<file path="config.mk">
export PLATFORM = sky130hd
export DESIGN_NAME = mips_issue_ex
export DESIGN_NICKNAME = d
export VERILOG_FILES = /design/src/hdl/mips_pkg.sv /design/src/hdl/ex_pipe_reg.sv /design/src/hdl/execute_stage.sv /design/src/hdl/issue_decode.sv /design/src/hdl/mips_issue_ex.sv /design/src/hdl/reg_file.sv
export SDC_FILE = /design/constraint.sdc
export NUM_CORES = 2
export LEC_CHECK = 0
export BUFFER_PORTS_ARGS = -buffer_cell sky130_fd_sc_hd__clkbuf_2
export CAP_MARGIN = 20
export CORE_MARGIN = 1.5
export CORE_UTILIZATION = 53
export CTS_BUF_LIST = sky130_fd_sc_hd__clkbuf_4
export CTS_CLUSTER_DIAMETER = 100
export CTS_CLUSTER_SIZE = 10
export DETAILED_ROUTE_END_ITERATION = 7
export PLACE_DENSITY = 0.79
export SYNTH_ARGS = -nofsm -noshare
export SYNTH_HDL_FRONTEND = slang
export SYNTH_SLANG_ARGS = --single-unit
</file>
<file path="constraint.sdc">
create_clock -name clk -period 41 [get_ports clk]
set_input_delay 4.1 -clock clk [delete_from_list [all_inputs] [get_ports clk]]
set_output_delay 4.1 -clock clk [all_outputs]
set_load 0.1 [all_outputs]
</file>
<file path="src/hdl/mips_pkg.sv">
// MIPS issue/execute shared definitions

package mips_pkg;

    // ~~~~~~~~~~~~~~~~~~~~~~~~~~~~~~
    // datapath types
    // ~~~~~~~~~~~~~~~~~~~~~~~~~~~~~~

    typedef logic [31:0] word_t;      // register and alu data.
    typedef logic [4:0]  reg_addr_t;  // rs, rt, rd index.
    typedef logic [5:0]  alu_op_t;    // same code space as funct.

    // ~~~~~~~~~~~~~~~~~~~~~~~~~~~~~~
    // primary opcodes, instr[31:26]
    // ~~~~~~~~~~~~~~~~~~~~~~~~~~~~~~

    localparam logic [5:0] OPC_RTYPE = 6'h00;
    localparam logic [5:0] OPC_ADDI  = 6'h08;
    localparam logic [5:0] OPC_SLTI  = 6'h0a;
    localparam logic [5:0] OPC_ANDI  = 6'h0c;
    localparam logic [5:0] OPC_ORI   = 6'h0d;
    localparam logic [5:0] OPC_SW    = 6'h2b;

    // ~~~~~~~~~~~~~~~~~~~~~~~~~~~~~~
    // r-type funct, instr[5:0]
    // ~~~~~~~~~~~~~~~~~~~~~~~~~~~~~~

    // i-type ops are decoded onto these same values.
    localparam alu_op_t FN_ADD = 6'h20;
    localparam alu_op_t FN_SUB = 6'h22;
    localparam alu_op_t FN_AND = 6'h24;
    localparam alu_op_t FN_OR  = 6'h25;
    localparam alu_op_t FN_XOR = 6'h26;
    localparam alu_op_t FN_NOR = 6'h27;
    localparam alu_op_t FN_SLT = 6'h2a;

endpackage

</file>
<file path="src/hdl/ex_pipe_reg.sv">
// Issue-Execute Pipeline Register

`timescale 1ns/1ps

module ex_pipe_reg
    (
        input  logic                clk,
        input  logic                reset,
        input  logic                clr_i,
        input  logic                reg_wr_i,
        input  logic                mem_wr_i,
        input  mips_pkg::alu_op_t   alu_op_i,
        input  logic                alu_src_i,
        input  logic                reg_dst_i,
        input  mips_pkg::reg_addr_t rs_i,
        input  mips_pkg::reg_addr_t rt_i,
        input  mips_pkg::reg_addr_t rd_i,
        input  mips_pkg::word_t     r_data_p1_i,
        input  mips_pkg::word_t     r_data_p2_i,
        input  mips_pkg::word_t     sign_imm_i,
        output logic                reg_wr_o,
        output logic                mem_wr_o,
        output mips_pkg::alu_op_t   alu_op_o,
        output logic                alu_src_o,
        output logic                reg_dst_o,
        output mips_pkg::reg_addr_t rs_o,
        output mips_pkg::reg_addr_t rt_o,
        output mips_pkg::reg_addr_t rd_o,
        output mips_pkg::word_t     r_data_p1_o,
        output mips_pkg::word_t     r_data_p2_o,
        output mips_pkg::word_t     sign_imm_o
    );

    // ~~~~~~~~~~~~~~~~~~~~~~~~~~~~~~
    // stage register
    // ~~~~~~~~~~~~~~~~~~~~~~~~~~~~~~

    // clr_i turns whatever is being captured into a bubble.
    always_ff @(posedge clk or posedge reset)
    begin
        if (reset)
        begin
            reg_wr_o    <= 1'b0;
            mem_wr_o    <= 1'b0;
            alu_op_o    <= '0;
            alu_src_o   <= 1'b0;
            reg_dst_o   <= 1'b0;
            rs_o        <= '0;
            rt_o        <= '0;
            rd_o        <= '0;
            r_data_p1_o <= '0;
            r_data_p2_o <= '0;
            sign_imm_o  <= '0;
        end
        else if (clr_i)
        begin
            reg_wr_o    <= 1'b0;
            mem_wr_o    <= 1'b0;
            alu_op_o    <= '0;
            alu_src_o   <= 1'b0;
            reg_dst_o   <= 1'b0;
            rs_o        <= '0;
            rt_o        <= '0;
            rd_o        <= '0;
            r_data_p1_o <= '0;
            r_data_p2_o <= '0;
            sign_imm_o  <= '0;
        end
        else
        begin
            reg_wr_o    <= reg_wr_i;
            mem_wr_o    <= mem_wr_i;
            alu_op_o    <= alu_op_i;
            alu_src_o   <= alu_src_i;
            reg_dst_o   <= reg_dst_i;
            rs_o        <= rs_i;
            rt_o        <= rt_i;
            rd_o        <= rd_i;
            r_data_p1_o <= r_data_p1_i;
            r_data_p2_o <= r_data_p2_i;
            sign_imm_o  <= sign_imm_i;
        end
    end

endmodule

</file>
<file path="src/hdl/execute_stage.sv">
// Execute Stage with Forwarding

`timescale 1ns/1ps

module execute_stage
    (
        input  logic                clk,
        input  logic                reset,
        input  logic                reg_wr_i,
        input  logic                mem_wr_i,
        input  mips_pkg::alu_op_t   alu_op_i,
        input  logic                alu_src_i,
        input  logic                reg_dst_i,
        input  mips_pkg::reg_addr_t rs_i,
        input  mips_pkg::reg_addr_t rt_i,
        input  mips_pkg::reg_addr_t rd_i,
        input  mips_pkg::word_t     r_data_p1_i,
        input  mips_pkg::word_t     r_data_p2_i,
        input  mips_pkg::word_t     sign_imm_i,
        output logic                wb_en_o,
        output mips_pkg::reg_addr_t wb_addr_o,
        output mips_pkg::word_t     wb_data_o,
        output logic                mem_wr_o,
        output mips_pkg::word_t     mem_addr_o,
        output mips_pkg::word_t     mem_wdata_o
    );

    logic                fwd_rs;
    logic                fwd_rt;
    mips_pkg::word_t     op_a;
    mips_pkg::word_t     op_rt;  // forwarded rt, also the store data.
    mips_pkg::word_t     op_b;
    mips_pkg::word_t     alu_result;
    mips_pkg::reg_addr_t dest;

    // ~~~~~~~~~~~~~~~~~~~~~~~~~~~~~~
    // forwarding from write-back
    // ~~~~~~~~~~~~~~~~~~~~~~~~~~~~~~

    assign fwd_rs = wb_en_o && (wb_addr_o != '0) && (wb_addr_o == rs_i);
    assign fwd_rt = wb_en_o && (wb_addr_o != '0) && (wb_addr_o == rt_i);

    assign op_a  = fwd_rs ? wb_data_o : r_data_p1_i;
    assign op_rt = fwd_rt ? wb_data_o : r_data_p2_i;
    assign op_b  = alu_src_i ? sign_imm_i : op_rt;

    // ~~~~~~~~~~~~~~~~~~~~~~~~~~~~~~
    // alu
    // ~~~~~~~~~~~~~~~~~~~~~~~~~~~~~~

    always_comb
    begin
        case (alu_op_i)
            mips_pkg::FN_ADD: alu_result = op_a + op_b;
            mips_pkg::FN_SUB: alu_result = op_a - op_b;
            mips_pkg::FN_AND: alu_result = op_a & op_b;
            mips_pkg::FN_OR:  alu_result = op_a | op_b;
            mips_pkg::FN_XOR: alu_result = op_a ^ op_b;
            mips_pkg::FN_NOR: alu_result = ~(op_a | op_b);
            mips_pkg::FN_SLT: alu_result = {31'b0, $signed(op_a) < $signed(op_b)};
            default:          alu_result = '0;
        endcase
    end

    assign dest = reg_dst_i ? rd_i : rt_i;

    // ~~~~~~~~~~~~~~~~~~~~~~~~~~~~~~
    // result register
    // ~~~~~~~~~~~~~~~~~~~~~~~~~~~~~~

    always_ff @(posedge clk or posedge reset)
    begin
        if (reset)
        begin
            wb_en_o  <= 1'b0;
            mem_wr_o <= 1'b0;
        end
        else
        begin
            wb_en_o  <= reg_wr_i && (dest != '0);  // r0 writes vanish here.
            mem_wr_o <= mem_wr_i;
        end
    end

    always_ff @(posedge clk)
    begin
        wb_addr_o   <= dest;
        wb_data_o   <= alu_result;
        mem_addr_o  <= alu_result;  // sw runs as add.
        mem_wdata_o <= op_rt;
    end

endmodule

</file>
<file path="src/hdl/issue_decode.sv">
// Instruction Decode and Operand Read

`timescale 1ns/1ps

module issue_decode
    (
        input  logic                clk,
        input  logic                reset,
        input  logic                instr_valid_i,
        input  mips_pkg::word_t     instr_i,
        input  logic                wb_en_i,
        input  mips_pkg::reg_addr_t wb_addr_i,
        input  mips_pkg::word_t     wb_data_i,
        output logic                reg_wr_o,
        output logic                mem_wr_o,
        output mips_pkg::alu_op_t   alu_op_o,
        output logic                alu_src_o,
        output logic                reg_dst_o,
        output mips_pkg::reg_addr_t rs_o,
        output mips_pkg::reg_addr_t rt_o,
        output mips_pkg::reg_addr_t rd_o,
        output mips_pkg::word_t     r_data_p1_o,
        output mips_pkg::word_t     r_data_p2_o,
        output mips_pkg::word_t     sign_imm_o
    );

    logic [5:0]  opcode;
    logic [5:0]  funct;
    logic [15:0] imm;
    logic        known_alu;  // recognised alu instruction.
    logic        is_store;

    // ~~~~~~~~~~~~~~~~~~~~~~~~~~~~~~
    // field split
    // ~~~~~~~~~~~~~~~~~~~~~~~~~~~~~~

    assign opcode     = instr_i[31:26];
    assign rs_o       = instr_i[25:21];
    assign rt_o       = instr_i[20:16];
    assign rd_o       = instr_i[15:11];
    assign funct      = instr_i[5:0];
    assign imm        = instr_i[15:0];
    assign sign_imm_o = {{16{imm[15]}}, imm};

    // ~~~~~~~~~~~~~~~~~~~~~~~~~~~~~~
    // control decode
    // ~~~~~~~~~~~~~~~~~~~~~~~~~~~~~~

    always_comb
    begin
        known_alu = 1'b0;
        is_store  = 1'b0;
        alu_op_o  = mips_pkg::FN_ADD;
        alu_src_o = 1'b1;  // immediate unless r-type.
        reg_dst_o = 1'b0;
        case (opcode)
            mips_pkg::OPC_RTYPE:
            begin
                alu_op_o  = funct;
                alu_src_o = 1'b0;
                reg_dst_o = 1'b1;
                case (funct)
                    mips_pkg::FN_ADD, mips_pkg::FN_SUB, mips_pkg::FN_AND,
                    mips_pkg::FN_OR, mips_pkg::FN_XOR, mips_pkg::FN_NOR,
                    mips_pkg::FN_SLT: known_alu = 1'b1;
                    default:          known_alu = 1'b0;
                endcase
            end
            mips_pkg::OPC_ADDI: known_alu = 1'b1;
            mips_pkg::OPC_ANDI:
            begin
                alu_op_o  = mips_pkg::FN_AND;
                known_alu = 1'b1;
            end
            mips_pkg::OPC_ORI:
            begin
                alu_op_o  = mips_pkg::FN_OR;
                known_alu = 1'b1;
            end
            mips_pkg::OPC_SLTI:
            begin
                alu_op_o  = mips_pkg::FN_SLT;
                known_alu = 1'b1;
            end
            mips_pkg::OPC_SW: is_store = 1'b1;  // address is rs + imm.
            default: known_alu = 1'b0;
        endcase
    end

    // anything unrecognised goes down the pipe as a bubble.
    assign reg_wr_o = instr_valid_i && known_alu;
    assign mem_wr_o = instr_valid_i && is_store;

    reg_file u_reg_file
    (
        .clk       (clk),
        .reset     (reset),
        .rs_addr_i (rs_o),
        .rt_addr_i (rt_o),
        .wr_en_i   (wb_en_i),
        .wr_addr_i (wb_addr_i),
        .wr_data_i (wb_data_i),
        .rs_data_o (r_data_p1_o),
        .rt_data_o (r_data_p2_o)
    );

endmodule

</file>
<file path="src/hdl/mips_issue_ex.sv">
// MIPS Issue-Execute Slice Top

`timescale 1ns/1ps

module mips_issue_ex
    (
        input  logic                clk,
        input  logic                reset,
        input  logic                instr_valid_i,
        input  mips_pkg::word_t     instr_i,
        input  logic                flush_i,
        output logic                result_valid_o,
        output mips_pkg::reg_addr_t result_dest_o,
        output mips_pkg::word_t     result_o,
        output logic                mem_wr_o,
        output mips_pkg::word_t     mem_addr_o,
        output mips_pkg::word_t     mem_wdata_o
    );

    // ~~~~~~~~~~~~~~~~~~~~~~~~~~~~~~
    // decode outputs
    // ~~~~~~~~~~~~~~~~~~~~~~~~~~~~~~

    logic                id_reg_wr;
    logic                id_mem_wr;
    mips_pkg::alu_op_t   id_alu_op;
    logic                id_alu_src;
    logic                id_reg_dst;
    mips_pkg::reg_addr_t id_rs;
    mips_pkg::reg_addr_t id_rt;
    mips_pkg::reg_addr_t id_rd;
    mips_pkg::word_t     id_r_data_p1;
    mips_pkg::word_t     id_r_data_p2;
    mips_pkg::word_t     id_sign_imm;

    // ~~~~~~~~~~~~~~~~~~~~~~~~~~~~~~
    // pipeline register outputs
    // ~~~~~~~~~~~~~~~~~~~~~~~~~~~~~~

    logic                ex_reg_wr;
    logic                ex_mem_wr;
    mips_pkg::alu_op_t   ex_alu_op;
    logic                ex_alu_src;
    logic                ex_reg_dst;
    mips_pkg::reg_addr_t ex_rs;
    mips_pkg::reg_addr_t ex_rt;
    mips_pkg::reg_addr_t ex_rd;
    mips_pkg::word_t     ex_r_data_p1;
    mips_pkg::word_t     ex_r_data_p2;
    mips_pkg::word_t     ex_sign_imm;

    issue_decode u_issue_decode
    (
        .clk           (clk),
        .reset         (reset),
        .instr_valid_i (instr_valid_i),
        .instr_i       (instr_i),
        .wb_en_i       (result_valid_o),  // write-back loops to the regfile.
        .wb_addr_i     (result_dest_o),
        .wb_data_i     (result_o),
        .reg_wr_o      (id_reg_wr),
        .mem_wr_o      (id_mem_wr),
        .alu_op_o      (id_alu_op),
        .alu_src_o     (id_alu_src),
        .reg_dst_o     (id_reg_dst),
        .rs_o          (id_rs),
        .rt_o          (id_rt),
        .rd_o          (id_rd),
        .r_data_p1_o   (id_r_data_p1),
        .r_data_p2_o   (id_r_data_p2),
        .sign_imm_o    (id_sign_imm)
    );

    ex_pipe_reg u_ex_pipe_reg
    (
        .clk         (clk),
        .reset       (reset),
        .clr_i       (flush_i),
        .reg_wr_i    (id_reg_wr),
        .mem_wr_i    (id_mem_wr),
        .alu_op_i    (id_alu_op),
        .alu_src_i   (id_alu_src),
        .reg_dst_i   (id_reg_dst),
        .rs_i        (id_rs),
        .rt_i        (id_rt),
        .rd_i        (id_rd),
        .r_data_p1_i (id_r_data_p1),
        .r_data_p2_i (id_r_data_p2),
        .sign_imm_i  (id_sign_imm),
        .reg_wr_o    (ex_reg_wr),
        .mem_wr_o    (ex_mem_wr),
        .alu_op_o    (ex_alu_op),
        .alu_src_o   (ex_alu_src),
        .reg_dst_o   (ex_reg_dst),
        .rs_o        (ex_rs),
        .rt_o        (ex_rt),
        .rd_o        (ex_rd),
        .r_data_p1_o (ex_r_data_p1),
        .r_data_p2_o (ex_r_data_p2),
        .sign_imm_o  (ex_sign_imm)
    );

    execute_stage u_execute_stage
    (
        .clk         (clk),
        .reset       (reset),
        .reg_wr_i    (ex_reg_wr),
        .mem_wr_i    (ex_mem_wr),
        .alu_op_i    (ex_alu_op),
        .alu_src_i   (ex_alu_src),
        .reg_dst_i   (ex_reg_dst),
        .rs_i        (ex_rs),
        .rt_i        (ex_rt),
        .rd_i        (ex_rd),
        .r_data_p1_i (ex_r_data_p1),
        .r_data_p2_i (ex_r_data_p2),
        .sign_imm_i  (ex_sign_imm),
        .wb_en_o     (result_valid_o),
        .wb_addr_o   (result_dest_o),
        .wb_data_o   (result_o),
        .mem_wr_o    (mem_wr_o),
        .mem_addr_o  (mem_addr_o),
        .mem_wdata_o (mem_wdata_o)
    );

endmodule

</file>
<file path="src/hdl/reg_file.sv">
// Integer Register File

`timescale 1ns/1ps

module reg_file
    (
        input  logic               clk,
        input  logic               reset,
        input  mips_pkg::reg_addr_t rs_addr_i,
        input  mips_pkg::reg_addr_t rt_addr_i,
        input  logic               wr_en_i,
        input  mips_pkg::reg_addr_t wr_addr_i,
        input  mips_pkg::word_t     wr_data_i,
        output mips_pkg::word_t     rs_data_o,
        output mips_pkg::word_t     rt_data_o
    );

    mips_pkg::word_t regs [1:31];  // r0 has no storage.
    logic            wr_act;

    assign wr_act = wr_en_i && (wr_addr_i != '0);

    always_ff @(posedge clk or posedge reset)
    begin
        if (reset)
        begin
            for (int i = 1; i < 32; i++)
                regs[i] <= '0;
        end
        else if (wr_act)
        begin
            regs[wr_addr_i] <= wr_data_i;
        end
    end

    // write-through, so a same-cycle reader sees the new value.
    always_comb
    begin
        if (rs_addr_i == '0)
            rs_data_o = '0;
        else if (wr_act && (wr_addr_i == rs_addr_i))
            rs_data_o = wr_data_i;
        else
            rs_data_o = regs[rs_addr_i];
    end

    always_comb
    begin
        if (rt_addr_i == '0)
            rt_data_o = '0;
        else if (wr_act && (wr_addr_i == rt_addr_i))
            rt_data_o = wr_data_i;
        else
            rt_data_o = regs[rt_addr_i];
    end

endmodule

</file>
Word level (Yosys, flattened, before mapping)
Index checks and enable logic that the tools add are counted.

Equal/unequal tests: 23. Multiply operators: 0. Add/subtract/negate cells: 2. $lt $le $gt $ge: 5. Div/mod/pow operators: 0. Mux-type cells: 35. Reduce and logical (&&, ||, !) cells: 16. Bitwise logic cells: 7. Shifts and indexed selects: 0.

Operators with widths (number): 992-bit bitwise mux (1); 32-bit 2-to-1 mux (15); 32-bit binary-select mux with 5-bit select (2); 32-bit case mux with 7 select lines (1); 32-bit demux with 5-bit select (1); 6-bit == test (second input constant) (15); 32-bit adder (1); 32-bit AND (1); 32-bit < comparator (1); 32-bit NOT (1); 32-bit bitwise OR (1); 32-bit subtractor (1); 32-bit bitwise XOR (1); 6-bit by 4-bit == test with 1-bit output (second input constant) (4); 6-bit case mux with 4 select lines (1); 5-bit == test (4); 5-bit 2-to-1 mux (4); 6-bit >= comparator (second input constant) (3); 5-bit NOT with 6-bit output (3); 5-bit zero test (2); 5-bit nonzero test (2); 1-bit logical AND (9); 1-bit 2-to-1 mux (8); 7-bit OR reduction (1); 5 further kinds (5).

Memory bits (writable): 0. Memory bits (read-only): 0. Output and inout port bits: 103. Memories kept: 0. Register bits: 1184. Input port bits: 36. Latch bits: 0.

Depth between registers and ports, before layout
Depth after elaboration: 8. Mapped depth: 19. Gate-level depth less buffers: 18.

Hierarchy
A second synthesis with hierarchy kept.

Cells, all modules: 5013. Area, all modules: 65997.0 µm².

Modules (own cells, without submodules): reg_file (seq. area each 24823.8 µm², cells an instance 3644, area an instance 53348.7 µm², instances 1); execute_stage (seq. area each 1431.4 µm², cells an instance 1038, area an instance 8269.2 µm², instances 1); ex_pipe_reg (seq. area each 3027.9 µm², cells an instance 256, area an instance 3856.2 µm², instances 1); issue_decode (seq. area each 0.0 µm², cells an instance 75, area an instance 523.0 µm², instances 1).

Worst setup path before layout
OpenSTA, ideal clock, no wires.

Path kind: input -> register. From: input port instr_i[16]. To: register u_ex_pipe_reg.r_data_p2_o[0]. Stages on the path: 9. Setup slack: 34.435 ns. Arrival: 6.418 ns. Buffers on the path: 3. Required time: 40.853 ns. Cells stage by stage: clkbuf_1 -> buf_2 -> buf_1 -> mux4_2 -> mux4_2 -> mux2i_1 -> nor2_1 -> a21oi_1 -> nor2_1.

Longest elaborated chain between the ends: 7. Elaborated cells on any way between the ends: 10.

Ends and longest elaborated chain: from (decl) (line mips_issue_ex.sv:10) `input mips_pkg::word_t instr_i,`; 5-bit NOT with 6-bit output (implied by the code) (line reg_file.sv:54) `rt_data_o = regs[rt_addr_i];`; 32-bit binary-select mux with 5-bit select (line reg_file.sv:54); 32-bit 2-to-1 mux (implied by the code) (2 in series) (line reg_file.sv:54); 32-bit 2-to-1 mux (line reg_file.sv:51) `else if (wr_act && (wr_addr_i == rt_addr_i))`; 32-bit 2-to-1 mux (*) (line reg_file.sv:49) `if (rt_addr_i == '0)`; 32-bit 2-to-1 mux (*) (line ex_pipe_reg.sv:55) `else if (clr_i)`; to (signal assigned) (line ex_pipe_reg.sv:80) `r_data_p2_o <= r_data_p2_i;`; to (decl) (line ex_pipe_reg.sv:30) `output mips_pkg::word_t r_data_p2_o,`.

Every way passes the cells marked *; elsewhere a longest branch is shown, timed or not. The select of a mux whose other input is x is not followed. A chain may end at the register's enable or synchronous reset.

Worst setup path in the final report
From: input port instr_i[21]. To: register u_ex_pipe_reg.r_data_p1_o[30].

Longest elaborated chain between the ends: 7. Elaborated cells on any way between the ends: 10.

Ends and longest elaborated chain: 5-bit NOT with 6-bit output (implied by the code) (line reg_file.sv:44) `rs_data_o = regs[rs_addr_i];`; 32-bit binary-select mux with 5-bit select (line reg_file.sv:44); 32-bit 2-to-1 mux (implied by the code) (2 in series) (line reg_file.sv:44); 32-bit 2-to-1 mux (line reg_file.sv:41) `else if (wr_act && (wr_addr_i == rs_addr_i))`; 32-bit 2-to-1 mux (*) (line reg_file.sv:39) `if (rs_addr_i == '0)`; 32-bit 2-to-1 mux (*) (line ex_pipe_reg.sv:55); to (signal assigned) (line ex_pipe_reg.sv:79) `r_data_p1_o <= r_data_p1_i;`; to (decl) (line ex_pipe_reg.sv:29) `output mips_pkg::word_t r_data_p1_o,`.

Marks and branches as above.

==> summary by stage <==
Setup path
The start of the worst register-to-register path is u_execute_stage.wb_addr_o[4]. The kind of start point of the critical path is an input pin. For the worst setup path, the data required time is 42.01 ns. The capturing instance or port of the critical path is u_ex_pipe_reg.r_data_p1_o[30]. STA puts the critical path data arrival time at 8.06 ns. The number of cells traversed by the worst register-to-register path is 18. The cell occurring most often along the worst timing path is buf_4. Together, buffers and inverters on the worst path number 4. The critical path class is input pin to flip-flop. The critical-path cell with the highest stage delay is buf_4.

The kind of cell adding the most delay to the critical path is buffers and inverters. The origin of the worst setup path is instr_i[21]. The maximum single-stage delay on the critical path is ~0.78 ns. For flop-to-flop paths, the worst setup slack is roughly 35 ns.

The kind of end point of the critical path is a flip-flop. Of all nets on the critical path, the largest fanout is 69. The critical register-to-register path endpoint is u_execute_stage.wb_data_o[24]. Walking the worst path, the cells encountered are buf_8, buf_4, buf_4, nor2b_4, buf_4, a22o_1, mux4_2, mux2i_1, nor2_1, a21oi_1, nor2_1. The number of cells on the critical path is 11.

Routing
The overall via count from detail_route is 42.4k. The routed wire length is 186000 µm. After detailed routing, the number of vias per cell comes to 6.82.

For this run, design rule violations remaining after detail routing come to 0. The number of detailed-route iterations in the first pass is 6. The per-cell routed wire length is 29.9 µm.

The number of violations reported at the end of detailed-routing iteration 0 is 4995. The remaining antenna violation count after routing is 0.

Placement
The total of buffers placed on input and output ports is 138. The final weighted congestion in routability-driven placement is between 0.9 and 1. The half-perimeter wire length after detailed placement is approximately 110000 µm. The placed cell count is 6032.

Final layout
The post-route netlist has 46.7% of its cells at a drive strength greater than 1. The number of nets in the layout is 4680. The commonest non-fill, non-tap cell in the layout is dfrtp_1.

In the layout the commonest cells are 1092 x dfrtp_1, 1074 x mux2_2, 572 x mux4_2, 255 x nor2_1, 168 x a21oi_1. The area growth from synthesis to layout is 5.08%. The final non-filler cell total is 6218.

CTS
The clock transition at the registers of the reported paths is 0.12 ns. TritonCTS built the clock tree. The clock passes through at most 3 buffers. The post-cts repair resize count is 0. The maximum level of the CTS H-tree is 4. The clock reaches the later pin of the worst-skew pair after 1.18 ns. The buffer count from post-CTS setup fixing is 0. Clock tree synthesis inserted a total of 134 buffers. The total clock sinks is around 1.2k. Buffers inserted to repair hold after CTS numbered 0. The root buffer cell is clkbuf_4.

STA
The total count of hold-check failures in the final report is 0. The final critical path takes up between 15 and 20% of the cycle. The worst pin sits at a relative slew slack of 15.3%. The transition time at the pin with the least slew margin is between 1 and 1.5 ns.

Clock skew on the completed layout was measured at 0.0999 ns. The final max-slew violation count is 0. Setup repair after global routing left no endpoint under its margin. Setup total negative slack on the finished layout was measured at 0 ns. The final period demand of the worst path is roughly 7.1 ns. The final count of negative-setup-slack endpoints is 0. For this run, the top clock speed supported by timing is between 100 and 150 MHz.

Floorplanning
The die outline height is 353 µm. The standard-cell row count is 128. The die covers 0.124 mm².

Pin placement for this block handled 139 I/O pins. The initial utilization of the core area, before any placement, comes to ~53%. The die is 353 µm wide. The total core area is 0.122 mm².

Logic synthesis
The predominant post-synthesis flop cell is dfrtp_1. Synthesis handed over a netlist of between 4k and 5k instances. The number of warnings issued by yosys is 0. In this run the cell area of the synthesized design comes to 0.0648 mm². The post-synthesis net count is between 4k and 5k. The distinct cell type count of the synthesized netlist is 90. The average instance in the mapped netlist occupies between 10 and 15 µm². Counting flops and latches in the post-synthesis netlist gives ~1.2k. The share of synthesized area occupied by flip-flops and latches is between 40% and 50%. Yosys mapped a number of flops with a built-in enable equal to 0. The async set-reset flop share out of synthesis is a little over nine tenths.

Power
The static leakage is 31.7 nW. The worst-case IR drop observed on VDD is 29.3 µV. The power density over cell area is 28.9 mW/mm².

Job
Across the run, the number of max-cap violations was 0.

GRT
The total global routing track utilization is 30.1%. The pin count of the biggest net entering global routing is approximately 180. For this run the aggregate overflow at the end of global routing stands at 0.

The number of global-route vias before repair is approximately 43k. The wire length of the first global-routing pass is roughly 280000 µm. The number of antenna violations at the first check in global routing is 9.

Hold path
The path class of the tightest hold or removal check is flip-flop to flip-flop. The number of cells traversed by the worst hold path is 0.

Status
The flow ran to the end, and the final reports show no timing, DRC or antenna violations.
## per-stage QoR
| stage | hold slack (ns) | util [%] | power (mW) | instance area [µm²] | setup WS, ns |
|---|---|---|---|---|---|
| 6_report | 0.359 | 56.1 | 1.97 | 68100 | 33.95 |
| 5_1_grt | 0.369 | 56.1 | 2.03 | 68100 | 33.67 |
| 4_1_cts | 0.369 | 56.0 | 1.97 | 68000 | 33.89 |
| 3_5_place_dp | 0.362 | 54.8 | 1.39 | 66700 | 32.70 |
| 3_3_place_gp | 0.351 | 54.8 | 1.39 | 66600 | 32.70 |
| 2_1_floorplan | 0.331 | - | 1.34 | 64800 | 6.10 |
## cell families after synthesis
logic type,count (synthesis),synth area share [%]
compound gates,436,4.48
fa+ha+maj,98,1.91
simple gates,481,3.39
flops,1163,44.3
buf+inv,577,3.82
xor+xnor,75,1.01
mux,1804,41.0
## state kept, by name (all words and copies together) (netlist names)
| signal | count |
|---|---|
| u_issue_decode.u_reg_file.regs | 992 |
| u_ex_pipe_reg.r_data_p1_o | 32 |
| u_ex_pipe_reg.r_data_p2_o | 32 |
| u_execute_stage.mem_wdata_o | 32 |
| u_execute_stage.wb_data_o | 32 |
| u_ex_pipe_reg.sign_imm_o | 12 |
| u_ex_pipe_reg.alu_op_o | 6 |
| u_ex_pipe_reg.rs_o | 5 |
| u_ex_pipe_reg.rt_o | 5 |
| u_execute_stage.wb_addr_o | 5 |
| u_ex_pipe_reg.rd_o | 4 |
| u_ex_pipe_reg.alu_src_o | 1 |
| u_ex_pipe_reg.mem_wr_o | 1 |
| u_ex_pipe_reg.reg_dst_o | 1 |
| u_ex_pipe_reg.reg_wr_o | 1 |
| u_execute_stage.mem_wr_o | 1 |
| u_execute_stage.wb_en_o | 1 |
## report_power, final
group	internal (mW)	switching [mW]	leakage, nW
clock network	0.207	0.392	0.824
logic	0.0559	0.152	15.1
registers	1.15	0.00654	15.8
total	1.42	0.551	31.7
## cells in the mapped netlist, drive strengths merged (7+ instances only)
library cell	n	area [µm²]
a2111oi	7	98.8
a211o	9	78.8
a211oi	10	75.1
a21o	16	121
a21oi	168	841
a221oi	9	85.1
a22o	60	526
a22oi	15	113
and3	7	45.1
buf	189	938
clkbuf	289	1150
dfrtp	1094	27400
dfxtp	69	1380
ha	96	1200
inv	98	370
mux2	1117	12600
mux2i	115	1150
mux4	572	12900
nand2	62	233
nand2b	8	50.1
nand3	19	95.1
nand4	9	56.3
nor2	267	1000
nor2b	36	225
nor3	19	95.1
nor4	13	93.8
o211ai	10	75.1
o21a	7	52.6
o21ai	49	245
o21bai	11	86.3
o22ai	25	156
or3	7	46.3
xnor2	63	552
xor2	12	105
## how the worst min path moves through the flow
stage                                 startpoint                        to  slack [ns]
after CTS                 u_ex_pipe_reg.mem_wr_o  u_execute_stage.mem_wr_o        0.37
after detailed placement  u_ex_pipe_reg.mem_wr_o  u_execute_stage.mem_wr_o        0.36
after global placement    u_ex_pipe_reg.mem_wr_o  u_execute_stage.mem_wr_o        0.35
after floorplan           u_ex_pipe_reg.mem_wr_o  u_execute_stage.mem_wr_o        0.33
after global routing      u_ex_pipe_reg.mem_wr_o  u_execute_stage.mem_wr_o        0.37
final                     u_ex_pipe_reg.mem_wr_o  u_execute_stage.mem_wr_o        0.36
## cell type report
| class | count | area (µm²) |
|---|---|---|
| clock inverters | 15 | 183 |
| well taps | 1625 | 2030 |
| clock buffers | 161 | 1210 |
| inverters | 98 | 378 |
| multi-input cells | 2894 | 33800 |
| flip-flops and latches | 1163 | 28800 |
| repair buffers | 255 | 1750 |
| fillers | 9653 | 53400 |
| diodes | 7 | 17.5 |
## per-layer routing
layer	share of wire (%)	wire length [µm]	global-route usage, %	vias up
met5	0.019	36	0	-
met1	39	72400	40.2	22400
met3	10	19000	8.03	504
met2	46	86400	46.7	2196
li1	-	-	-	17200
met4	4.4	8240	12.8	6
(Power assumes the default switching activity.)
